File: src/bm_pkg.sv
package bm_pkg;

    // Symbol width of GF(2^8)
    localparam int GF_WIDTH = 8;

    // x^8 + x^4 + x^3 + x^2 + 1
    localparam logic [GF_WIDTH:0] GF_POLY = 9'h11D;

    typedef logic [GF_WIDTH-1:0] gf_elem_t;

    // Solver controller states
    typedef enum logic [1:0]
    {
        ST_IDLE = 2'd0,  // Waiting for a request
        ST_LOAD = 2'd1,  // Capture syndromes, seed polynomials
        ST_ITER = 2'd2,  // One Berlekamp-Massey step per cycle
        ST_DONE = 2'd3   // Result valid, handshake closing
    } bm_state_t;

endpackage

File: src/gf_mult.sv
`timescale 1ns/1ps

module gf_mult
    import bm_pkg::*;
(
    input  gf_elem_t i_a,
    input  gf_elem_t i_b,
    output gf_elem_t o_p
);
    localparam int PROD_W = 2 * GF_WIDTH - 1;

    logic [PROD_W-1:0] prod;

    always_comb
    begin
        prod = '0;
        for (int i = 0; i < GF_WIDTH; i++)
        begin
            if (i_b[i])
                prod = prod ^ (PROD_W'(i_a) << i);  // Carry-less partial product
        end
        // Fold the high bits back, top bit first
        for (int i = PROD_W - 1; i >= GF_WIDTH; i--)
        begin
            if (prod[i])
                prod = prod ^ (PROD_W'(GF_POLY) << (i - GF_WIDTH));
        end
    end

    assign o_p = prod[GF_WIDTH-1:0];

endmodule

File: src/gf_inverse.sv
`timescale 1ns/1ps

module gf_inverse
    import bm_pkg::*;
(
    input  gf_elem_t i_x,
    output gf_elem_t o_inv
);
    // x^-1 = x^254 and 254 = 2 + 4 + 8 + ... + 128
    localparam int N_SQ = GF_WIDTH - 1;

    gf_elem_t sq  [N_SQ+1];  // sq[i] = x^(2^i)
    gf_elem_t acc [1:N_SQ];  // acc[i] = x^(2 + 4 + ... + 2^i)

    assign sq[0] = i_x;

    for (genvar i = 1; i <= N_SQ; i++)
    begin : g_square
        gf_mult u_sq
        (
            .i_a (sq[i-1]),
            .i_b (sq[i-1]),
            .o_p (sq[i])
        );
    end

    assign acc[1] = sq[1];

    for (genvar i = 2; i <= N_SQ; i++)
    begin : g_product
        gf_mult u_mul
        (
            .i_a (acc[i-1]),
            .i_b (sq[i]),
            .o_p (acc[i])
        );
    end

    assign o_inv = acc[N_SQ];  // Zero maps to zero

endmodule

File: src/bm_discrepancy.sv
`timescale 1ns/1ps

module bm_discrepancy
    import bm_pkg::*;
#(
    parameter  int T_CORR = 3,
    localparam int K_W    = $clog2(2 * T_CORR)
)
(
    input  gf_elem_t       i_synd  [2*T_CORR],
    input  gf_elem_t       i_sigma [T_CORR+1],
    input  logic [K_W-1:0] i_k,
    output gf_elem_t       o_delta
);
    gf_elem_t synd_sel [T_CORR+1];  // S[k-i], zero when k < i
    gf_elem_t term     [T_CORR+1];  // sigma_i * S[k-i]

    always_comb
    begin
        for (int i = 0; i <= T_CORR; i++)
        begin
            synd_sel[i] = '0;
            for (int s = 0; s < 2 * T_CORR; s++)
            begin
                if (s + i == int'(i_k))
                    synd_sel[i] = i_synd[s];
            end
        end
    end

    // Sigma_0 is held at one and needs no multiplier
    assign term[0] = {GF_WIDTH{i_sigma[0][0]}} & synd_sel[0];

    for (genvar i = 1; i <= T_CORR; i++)
    begin : g_term
        gf_mult u_mul
        (
            .i_a (i_sigma[i]),
            .i_b (synd_sel[i]),
            .o_p (term[i])
        );
    end

    // Coefficients above L are zero, so summing all of them is safe
    always_comb
    begin
        o_delta = term[0];
        for (int i = 1; i <= T_CORR; i++)
        begin
            o_delta = o_delta ^ term[i];  // GF addition
        end
    end

endmodule

File: src/bm_poly_update.sv
`timescale 1ns/1ps

module bm_poly_update
    import bm_pkg::*;
#(
    parameter  int T_CORR = 3,
    localparam int K_W    = $clog2(2 * T_CORR),
    localparam int D_W    = $clog2(2 * T_CORR + 1)
)
(
    input  logic           i_clock,
    input  logic           i_rst,
    input  logic           i_load,
    input  logic           i_step,
    input  logic [K_W-1:0] i_k,
    input  gf_elem_t       i_delta,
    output gf_elem_t       o_sigma [T_CORR+1],
    output logic [D_W-1:0] o_degree
);
    localparam int M_W = $clog2(2 * T_CORR + 2);

    gf_elem_t       sigma_q  [T_CORR+1];
    gf_elem_t       b_poly_q [T_CORR+1];  // Correction polynomial B
    gf_elem_t       b_prev_q;             // Discrepancy at the last length change
    logic [D_W-1:0] l_q;
    logic [M_W-1:0] m_q;                  // Shift of B against sigma

    gf_elem_t b_inv;
    gf_elem_t coef;                       // delta / b
    gf_elem_t shifted [T_CORR+1];         // x^m * B, truncated to the sigma size
    gf_elem_t corr    [T_CORR+1];
    logic     delta_nz;
    logic     grow;

    assign delta_nz = (i_delta != '0);
    assign grow     = (2 * int'(l_q) <= int'(i_k));  // Length change when 2L <= k

    always_comb
    begin
        for (int j = 0; j <= T_CORR; j++)
        begin
            shifted[j] = '0;
            for (int i = 0; i <= T_CORR; i++)
            begin
                if (i + int'(m_q) == j)
                    shifted[j] = b_poly_q[i];
            end
        end
    end

    gf_inverse u_b_inv
    (
        .i_x   (b_prev_q),
        .o_inv (b_inv)
    );

    gf_mult u_coef
    (
        .i_a (i_delta),
        .i_b (b_inv),
        .o_p (coef)
    );

    for (genvar j = 0; j <= T_CORR; j++)
    begin : g_corr
        gf_mult u_mul
        (
            .i_a (coef),
            .i_b (shifted[j]),
            .o_p (corr[j])
        );
    end

    always_ff @(posedge i_clock)
    begin
        if (i_rst || i_load)
        begin
            for (int j = 0; j <= T_CORR; j++)
            begin
                sigma_q[j] <= (j == 0) ? gf_elem_t'(1) : '0;
            end
            l_q <= '0;
        end
        else if (i_step && delta_nz)
        begin
            for (int j = 0; j <= T_CORR; j++)
            begin
                sigma_q[j] <= sigma_q[j] ^ corr[j];
            end
            if (grow)
                l_q <= D_W'(int'(i_k) + 1 - int'(l_q));  // L = k + 1 - L
        end
    end

    always_ff @(posedge i_clock)
    begin
        if (i_load)
        begin
            for (int j = 0; j <= T_CORR; j++)
            begin
                b_poly_q[j] <= (j == 0) ? gf_elem_t'(1) : '0;
            end
            m_q      <= M_W'(1);
            b_prev_q <= gf_elem_t'(1);
        end
        else if (i_step)
        begin
            if (delta_nz && grow)
            begin
                b_poly_q <= sigma_q;  // Old sigma becomes the new B
                m_q      <= M_W'(1);
                b_prev_q <= i_delta;
            end
            else
                m_q <= m_q + 1'b1;
        end
    end

    assign o_sigma  = sigma_q;
    assign o_degree = l_q;

endmodule

File: src/bm_control.sv
`timescale 1ns/1ps

module bm_control
    import bm_pkg::*;
#(
    parameter  int T_CORR = 3,
    localparam int K_W    = $clog2(2 * T_CORR)
)
(
    input  logic           i_clock,
    input  logic           i_rst,
    input  logic           i_req,
    output logic           o_ack,
    output logic           o_load,
    output logic           o_step,
    output logic [K_W-1:0] o_k
);
    localparam logic [K_W-1:0] K_LAST = K_W'(2 * T_CORR - 1);

    bm_state_t      state;
    logic [K_W-1:0] k_q;

    always_ff @(posedge i_clock)
    begin
        if (i_rst)
        begin
            state <= ST_IDLE;
            k_q   <= '0;
            o_ack <= 1'b0;
        end
        else
        begin
            case (state)
                ST_IDLE:
                begin
                    o_ack <= 1'b0;
                    if (i_req)
                        state <= ST_LOAD;
                end
                ST_LOAD:
                begin
                    k_q   <= '0;
                    state <= ST_ITER;
                end
                ST_ITER:
                begin
                    k_q <= k_q + 1'b1;
                    if (k_q == K_LAST)
                        state <= ST_DONE;  // Last step lands on this edge
                end
                ST_DONE:
                begin
                    // Ack follows the request until it drops
                    o_ack <= i_req;
                    if (!i_req)
                        state <= ST_IDLE;
                end
                default:
                begin
                    state <= ST_IDLE;
                end
            endcase
        end
    end

    assign o_load = (state == ST_LOAD);
    assign o_step = (state == ST_ITER);
    assign o_k    = k_q;

endmodule

File: src/bm_solver.sv
`timescale 1ns/1ps

module bm_solver
    import bm_pkg::*;
#(
    parameter  int T_CORR = 3,
    localparam int K_W    = $clog2(2 * T_CORR),
    localparam int D_W    = $clog2(2 * T_CORR + 1)
)
(
    input  logic           i_clock,
    input  logic           i_rst,
    input  logic           i_req,
    input  gf_elem_t       i_synd   [2*T_CORR],
    output logic           o_ack,
    output gf_elem_t       o_sigma  [T_CORR+1],
    output logic [D_W-1:0] o_degree
);
    gf_elem_t       synd_q [2*T_CORR];  // Held for the whole solve
    logic           load;
    logic           step;
    logic [K_W-1:0] k;
    gf_elem_t       delta;

    // i_synd is stable while i_req is high, so capture on the load cycle
    always_ff @(posedge i_clock)
    begin
        if (load)
            synd_q <= i_synd;
    end

    bm_control #(.T_CORR(T_CORR)) u_control
    (
        .i_clock (i_clock),
        .i_rst   (i_rst),
        .i_req   (i_req),
        .o_ack   (o_ack),
        .o_load  (load),
        .o_step  (step),
        .o_k     (k)
    );

    bm_discrepancy #(.T_CORR(T_CORR)) u_discrepancy
    (
        .i_synd  (synd_q),
        .i_sigma (o_sigma),
        .i_k     (k),
        .o_delta (delta)
    );

    bm_poly_update #(.T_CORR(T_CORR)) u_poly_update
    (
        .i_clock  (i_clock),
        .i_rst    (i_rst),
        .i_load   (load),
        .i_step   (step),
        .i_k      (k),
        .i_delta  (delta),
        .o_sigma  (o_sigma),
        .o_degree (o_degree)
    );

endmodule

File: config.mk
export PLATFORM = sky130hd
export DESIGN_NAME = bm_solver
export DESIGN_NICKNAME = d
export VERILOG_FILES = /design/src/bm_pkg.sv /design/src/gf_mult.sv /design/src/gf_inverse.sv /design/src/bm_discrepancy.sv /design/src/bm_poly_update.sv /design/src/bm_control.sv /design/src/bm_solver.sv
export SDC_FILE = /design/constraint.sdc
export NUM_CORES = 1
export LEC_CHECK = 0
export BUFFER_PORTS_ARGS = -buffer_cell sky130_fd_sc_hd__buf_2
export CAP_MARGIN = 40
export CORE_MARGIN = 1.5
export CORE_UTILIZATION = 50
export DETAILED_ROUTE_END_ITERATION = 6
export GPL_ROUTABILITY_DRIVEN = 0
export HOLD_SLACK_MARGIN = 0.08
export PLACE_DENSITY = 0.69
export SETUP_SLACK_MARGIN = 0.02
export SLEW_MARGIN = 20
export SYNTH_ARGS = -nofsm -noshare
export SYNTH_HDL_FRONTEND = slang
export SYNTH_SLANG_ARGS = --single-unit
export TNS_END_PERCENT = 10
File: constraint.sdc
create_clock -name i_clock -period 15.27 [get_ports i_clock]
set_input_delay 0 -clock i_clock [delete_from_list [all_inputs] [get_ports i_clock]]
set_output_delay 0 -clock i_clock [all_outputs]
set_load 0.02 [all_outputs]
# ---- Word level (Yosys, flattened, before mapping)
# Index checks and enable logic that the tools add are counted.
dict set report totals {
  regBits 132
  output_inout_bits 36
  word_cells 732
}
dict set report classes {
  n_addsub 7
  n_lt_le_gt_ge 1
  eq_ne 26
  mux 361
  n_bitwise 302
  n_reduce_logical 15
}
# operator count
set op_table {}
lappend op_table {{15-bit 2-to-1 mux} 135}
lappend op_table {{8-bit 2-to-1 mux} 81}
lappend op_table {{4-bit NOT} 147}
lappend op_table {{15-bit by 11-bit XOR with 15-bit output} 21}
lappend op_table {{15-bit by 12-bit XOR with 15-bit output} 21}
lappend op_table {{15-bit by 13-bit XOR with 15-bit output} 21}
lappend op_table {{15-bit by 14-bit XOR with 15-bit output} 21}
lappend op_table {{15-bit XOR} 21}
lappend op_table {{9-bit 2-to-1 mux} 33}
lappend op_table {{11-bit 2-to-1 mux} 21}
lappend op_table {{10-bit 2-to-1 mux} 21}
lappend op_table {{32-bit by 3-bit equality test with 1-bit output (second input constant)} 6}
lappend op_table {{7-bit 2-to-1 mux} 21}
lappend op_table {{8-bit by 9-bit XOR with 9-bit output} 16}
lappend op_table {{15-bit by 10-bit XOR with 15-bit output} 9}
lappend op_table {{32-bit zero test} 4}
lappend op_table {{6-bit 2-to-1 mux} 21}
lappend op_table {{9-bit by 10-bit XOR with 10-bit output} 12}
lappend op_table {{5-bit 2-to-1 mux} 21}
lappend op_table {{32-bit by 2-bit equality test with 1-bit output (second input constant)} 3}
lappend op_table {{15-bit by 9-bit XOR with 15-bit output} 5}
lappend op_table {{8-bit XOR} 7}
lappend op_table {{3-bit equality test (first input constant)} 4}
lappend op_table {{3-bit by 1-bit adder with 3-bit output (second input constant)} 3}
lappend op_table {{other kinds (25)} 37}

# ---- Logic depth before layout (Yosys ltp)
dict set report logic_depth {
  depth_word 291
  mapped_depth 61
}

# ---- By module
# From an unflattened synthesis, not the netlist that was laid out.
dict set report hier_totals {
  hier_cells 4049
  hier_area_um2 32233.4
}
# module instances cells_per_inst area_each_um2
set by_module_without_submodules {}
lappend by_module_without_submodules {gf_mult 21 146 1131.1}
lappend by_module_without_submodules {bm_poly_update 1 645 4853.4}
lappend by_module_without_submodules {bm_discrepancy 1 251 1828.0}
lappend by_module_without_submodules {bm_solver 1 48 1441.4}
lappend by_module_without_submodules {bm_control 1 39 357.8}

# ---- Worst setup path before layout
# OpenSTA, ideal clock, no wires.
dict set report synth_path {
  path_type {register -> register}
  startpoint {register u_poly_update.b_prev_q[2]}
  endpoint {register u_poly_update.sigma_q (netlist bit u_poly_update.o_sigma[20])}
  setup_time_ps 70
  arrival_ps 14962
  path_slack_ps 238
  stages_incl_launch_ff 56
  period_less_slack_ps 15032
  cell_sequence {dfxtp_1 > buf_2 > xnor2_2 > buf_2 > buf_2 > xnor2_1 > ha_1 > clkbuf_1 > nand2_1 > a31o_2 > a31oi_1 > xnor2_1 > xnor3_1 > xnor2_1 > nor2b_1 > xnor3_1 > xor3_1 > xor3_2 > [... 20 more ...] > a2111oi_0 > xnor3_1 > xnor3_1 > buf_2 > a222oi_1 > xnor2_1 > xor3_2 > xor3_1 > buf_4 > clkbuf_1 > buf_4 > o32ai_1 > a221oi_1 > xnor3_1 > xnor2_1 > xnor2_1 > or3_1 > a21oi_1}
}
dict set report synth_between {
  elab_chain_cells 247
}
# element line
set synth_rtl {}
lappend synth_rtl {{from (decl)} bm_poly_update.sv:24} ;# gf_elem_t b_prev_q;
lappend synth_rtl {{from (signal assigned)} bm_poly_update.sv:104} ;# b_prev_q <= gf_elem_t'(1);
lappend synth_rtl {{from (signal assigned)} bm_poly_update.sv:112} ;# b_prev_q <= i_delta;
lappend synth_rtl {{branches (longest 13 deep; another with 15-bit by 9-bit XOR with 15-bit output)} -}
lappend synth_rtl {{15-bit 2-to-1 mux (*)} gf_mult.sv:19} ;# if (i_b[i])
lappend synth_rtl {{branches (longest 171 deep; another with 11-bit 2-to-1 mux)} -}
lappend synth_rtl {{15-bit 2-to-1 mux (*)} gf_mult.sv:19}
lappend synth_rtl {{11-bit 2-to-1 mux} gf_mult.sv:25} ;# if (prod[i])
lappend synth_rtl {{10-bit 2-to-1 mux} gf_mult.sv:25}
lappend synth_rtl {{9-bit 2-to-1 mux} gf_mult.sv:25}
lappend synth_rtl {{8-bit 2-to-1 mux} gf_mult.sv:25}
lappend synth_rtl {{[... 49 more ...]} -}
lappend synth_rtl {{8-bit 2-to-1 mux} gf_mult.sv:25}
lappend synth_rtl {{4-bit NOT (no source line)} -}
lappend synth_rtl {{7-bit 2-to-1 mux} gf_mult.sv:25}
lappend synth_rtl {{4-bit NOT (no source line)} -}
lappend synth_rtl {{6-bit 2-to-1 mux} gf_mult.sv:25}
lappend synth_rtl {{4-bit NOT (no source line)} -}
lappend synth_rtl {{5-bit 2-to-1 mux (*)} gf_mult.sv:25}
lappend synth_rtl {{8-bit XOR (*)} bm_poly_update.sv:88} ;# sigma_q[j] <= sigma_q[j] ^ corr[j];
lappend synth_rtl {{to (signal, indexed assignment)} bm_poly_update.sv:80} ;# sigma_q[j] <= (j == 0) ? gf_elem_t'(1) : '0;
lappend synth_rtl {{to (signal, indexed assignment)} bm_poly_update.sv:88}
lappend synth_rtl {{to (decl)} bm_poly_update.sv:22} ;# gf_elem_t sigma_q [T_CORR+1];
# Every way passes the cells marked *.
# A chain may end at the register's enable or synchronous reset.

# ---- Worst setup path after layout
dict set report layout_path {
  startpoint {register u_poly_update.b_prev_q[4]}
  endpoint {register u_poly_update.sigma_q (netlist bit u_poly_update.o_sigma[12])}
}
dict set report layout_between {
  elab_chain_cells 250
}
# element line
set layout_rtl {}
lappend layout_rtl {{8-bit 2-to-1 mux} gf_mult.sv:19}
lappend layout_rtl {{15-bit by 9-bit XOR with 15-bit output} gf_mult.sv:20} ;# prod = prod ^ (PROD_W'(i_a) << i);
lappend layout_rtl {{15-bit 2-to-1 mux} gf_mult.sv:19}
lappend layout_rtl {{15-bit by 10-bit XOR with 15-bit output} gf_mult.sv:20}
lappend layout_rtl {{15-bit 2-to-1 mux} gf_mult.sv:19}
lappend layout_rtl {{15-bit by 11-bit XOR with 15-bit output} gf_mult.sv:20}
lappend layout_rtl {{15-bit 2-to-1 mux} gf_mult.sv:19}
lappend layout_rtl {{15-bit by 12-bit XOR with 15-bit output} gf_mult.sv:20}
lappend layout_rtl {{[... 234 more ...]} -}
lappend layout_rtl {{8-bit 2-to-1 mux} gf_mult.sv:25}
lappend layout_rtl {{4-bit NOT (no source line)} -}
lappend layout_rtl {{7-bit 2-to-1 mux} gf_mult.sv:25}
lappend layout_rtl {{4-bit NOT (no source line)} -}
lappend layout_rtl {{6-bit 2-to-1 mux} gf_mult.sv:25}
lappend layout_rtl {{4-bit NOT (no source line)} -}
lappend layout_rtl {{5-bit 2-to-1 mux (*)} gf_mult.sv:25}
lappend layout_rtl {{8-bit XOR (*)} bm_poly_update.sv:88}
# Mark *: on every way between the ends. The rest lies on a longest branch, timed or not.

==> results.yml <==
yosys:
  syn_inst: 3484
  syn_area_per_cell_um2: 7.49
  synth_edf_count: 48
  synth_cell_types: 105
  synthArstFlopShare_pct: 0
  ys_ff_latch: 132
  yosysWarnings: 0
  synth_ff_type: "dfxtp_1"
  seq_area_frac_synth_pct: 12.0
  syn-num-nets: 3562
  syn_area_um2: 26100
cts:
  cts-root-buf: "clkbuf_16"
  cts_htree_levels: 4
  clkLatencyLatePin_ns: 0.45
  cts_sinks: 132
  clock_path_buffers: 2
  cts_tree: "yes"
  numCtsBuffers: 17
  cts.clk_slew.worst_paths_ns: 0.06
route:
  drtIter0Drc: 2387
  avgViaCountPerCell: 5.85
  vias: 25019
  drc: 1
  wl_mm: 79.3
  wire_per_inst_um: 18.5
  first_pass_iters: 7
  ant_nets: 0
layout:
  nets: 3666
  syn_to_final_growth_pct: 12.2
  layout_common_cells: "nand2_1 (560), xnor2_1 (549), nor2_1 (503), a21oi_1 (226), buf_4 (177)"
  drive_gt1_share_pct: 13.4
  fillers: 4757
  layout_commonest_cell: "nand2_1"
  antenna_cells: 0
timing:
  slew_headroom_pct: 40.4
  worst_pin_slew_ns: 0.894
  finalHoldViolations: 0
  fin_skew_ns: 0.00906
  period_share_pct: 95.7
  clock.fmax_mhz: 68.4
  finalCriticalPeriod_ns: 14.62
  drv_slew: 0
  setup_slack_ns: 0.655
  setup_viol: 0
floorplan:
  die_y_um: 231
  initial_core_util_pct: 50.8
  die_w_um: 231
  rows: 83
  core_area_um2: 51400
  ios: 87
  die-area_um2: 53600
setup_path:
  cpMaxStageDelayCell: "xor3_2"
  r2r_cells: 53
  arrival_ns: 14.99
  worstSetupPathType: "flip-flop to flip-flop"
  path_max_fanout: 13
  path_buf_inv: 6
  cp_slowest_stage_delay_ns: 0.57
  r2r_slack_ns: 0.65
  cp_common_cell: "xnor3_1"
  end_kind: "flip-flop"
  crit_family: "XOR/XNOR gates"
  crit_cells: 53
  critPathRequiredTime_ns: 15.64
  crit_path_start_kind: "flip-flop"
global_routing:
  grt_max_degree: 70
  antenna_found_initial: 0
  grt_pass1_wl_mm: 125
  grt_use_total_pct: 28.8
  gr-total-overflow: 0
  grt_pass1_vias: 22716
placed_design:
  dp_slack_ns: 0.105
  portBuffers: 86
  place_hpwl_mm: 57.4
outcome:
  violations: "design-rule violations"
  status: "finished with violations"
min_path:
  hold_depth: 2
  hold_class: "input pin to flip-flop"
job:
  cap_violations: 0
-- layout make-up --
class	count	area, um^2	share of cell area [%]
well taps	680	851	2.91
repair buffers	336	2580	8.81
clock buffers	21	444	1.52
multi-input cells	3061	22000	75.3
flip-flops and latches	132	3130	10.7
inverters	40	150	0.513
clock inverters	10	87.6	0.299
-- path summary, 6_finish.rpt --
kind	startpoint	to
setup / recovery	u_poly_update.b_prev_q[4]$_SDFFE_PP0P_	u_poly_update.o_sigma[12]$_SDFFE_PP0P_
hold / removal	i_synd[8]	synd_q[8]$_DFFE_PP_
setup reg to reg	u_poly_update.b_prev_q[4]$_SDFFE_PP0P_	u_poly_update.o_sigma[12]$_SDFFE_PP0P_
hold reg to reg	u_control.o_ack$_SDFFE_PP0P_	u_control.o_ack$_SDFFE_PP0P_
-- registers in the layout, indices dropped and copies added, names as in the netlist --
signal                  cells
u_poly_update.m_q           3
u_control.o_ack             1
u_poly_update.o_degree      3
u_control.o_k               3
u_control.state             2
u_poly_update.o_sigma      32
synd_q                     48
u_poly_update.b_prev_q      8
u_poly_update.b_poly_q     32
-- Yosys cell counts (23+ instances only) --
cell	count	area, um^2
buf_1	23	86.3
xor2_1	134	1170
buf_2	47	235
xnor2_1	570	4990
inv_1	33	124
nor3_1	49	245
xnor2_2	33	537
a311oi_1	40	350
xnor3_1	102	2300
o21ai_1	27	135
and2_1	26	163
edfxtp_1	48	1440
buf_4	34	255
nand2b_1	35	219
nor2b_1	68	425
ha_1	27	338
nand2_1	560	2100
clkbuf_1	132	495
mux2i_1	31	310
o21ai_0	112	561
dfxtp_1	84	1680
nand3_1	88	440
or3_1	39	244
nor2_1	504	1890
a21oi_1	227	1140
o211ai_1	37	278
-- timing repair --
item	CTS	global route
buffers inserted	0	17
hold buffers	50	0
setup endpoints to repair	1	32
pin swaps	0	21
hold endpoints to repair	54	0
gates resized for setup	2	60
-- cells by family after synthesis --
group | Yosys count | share of synthesized area (%)
and+or+nand+nor | 1453 | 24.4
xor gates and xnor gates | 898 | 39.4
AOI/OAI and AO/OA | 639 | 15.9
buffers and inverters | 291 | 5.28
DFF | 132 | 12.0
muxes | 44 | 1.75
adders and majority gates | 27 | 1.29
-- through the flow --
step	utilization (%)	hold slack, ns	cell area (um^2)	setup TNS [ns]	std cells
2_1_floorplan	-	0.0691	26100	0	3484
3_3_place_gp	53.6	0.176	27600	0	4168
3_5_place_dp	53.8	0.178	27600	0	4176
4_1_cts	55.8	0.241	28700	0	4257
5_1_grt	57.0	0.262	29300	-0.115	4280
6_report	57.0	0.255	29300	0	4280
-- layer usage --
| layer | global-route usage, % | part of all wire (%) | wire length (um) |
|---|---|---|---|
| met5 | 0 | 0 | 0 |
| met4 | 9.54 | 3.2 | 2510 |
| met3 | 2.45 | 7.1 | 5660 |
| met2 | 47.3 | 46 | 36700 |
| met1 | 39.6 | 43 | 34400 |
Power is not shown: default switching activity piles up to over one toggle a cycle in this logic, so the estimate is an artifact.
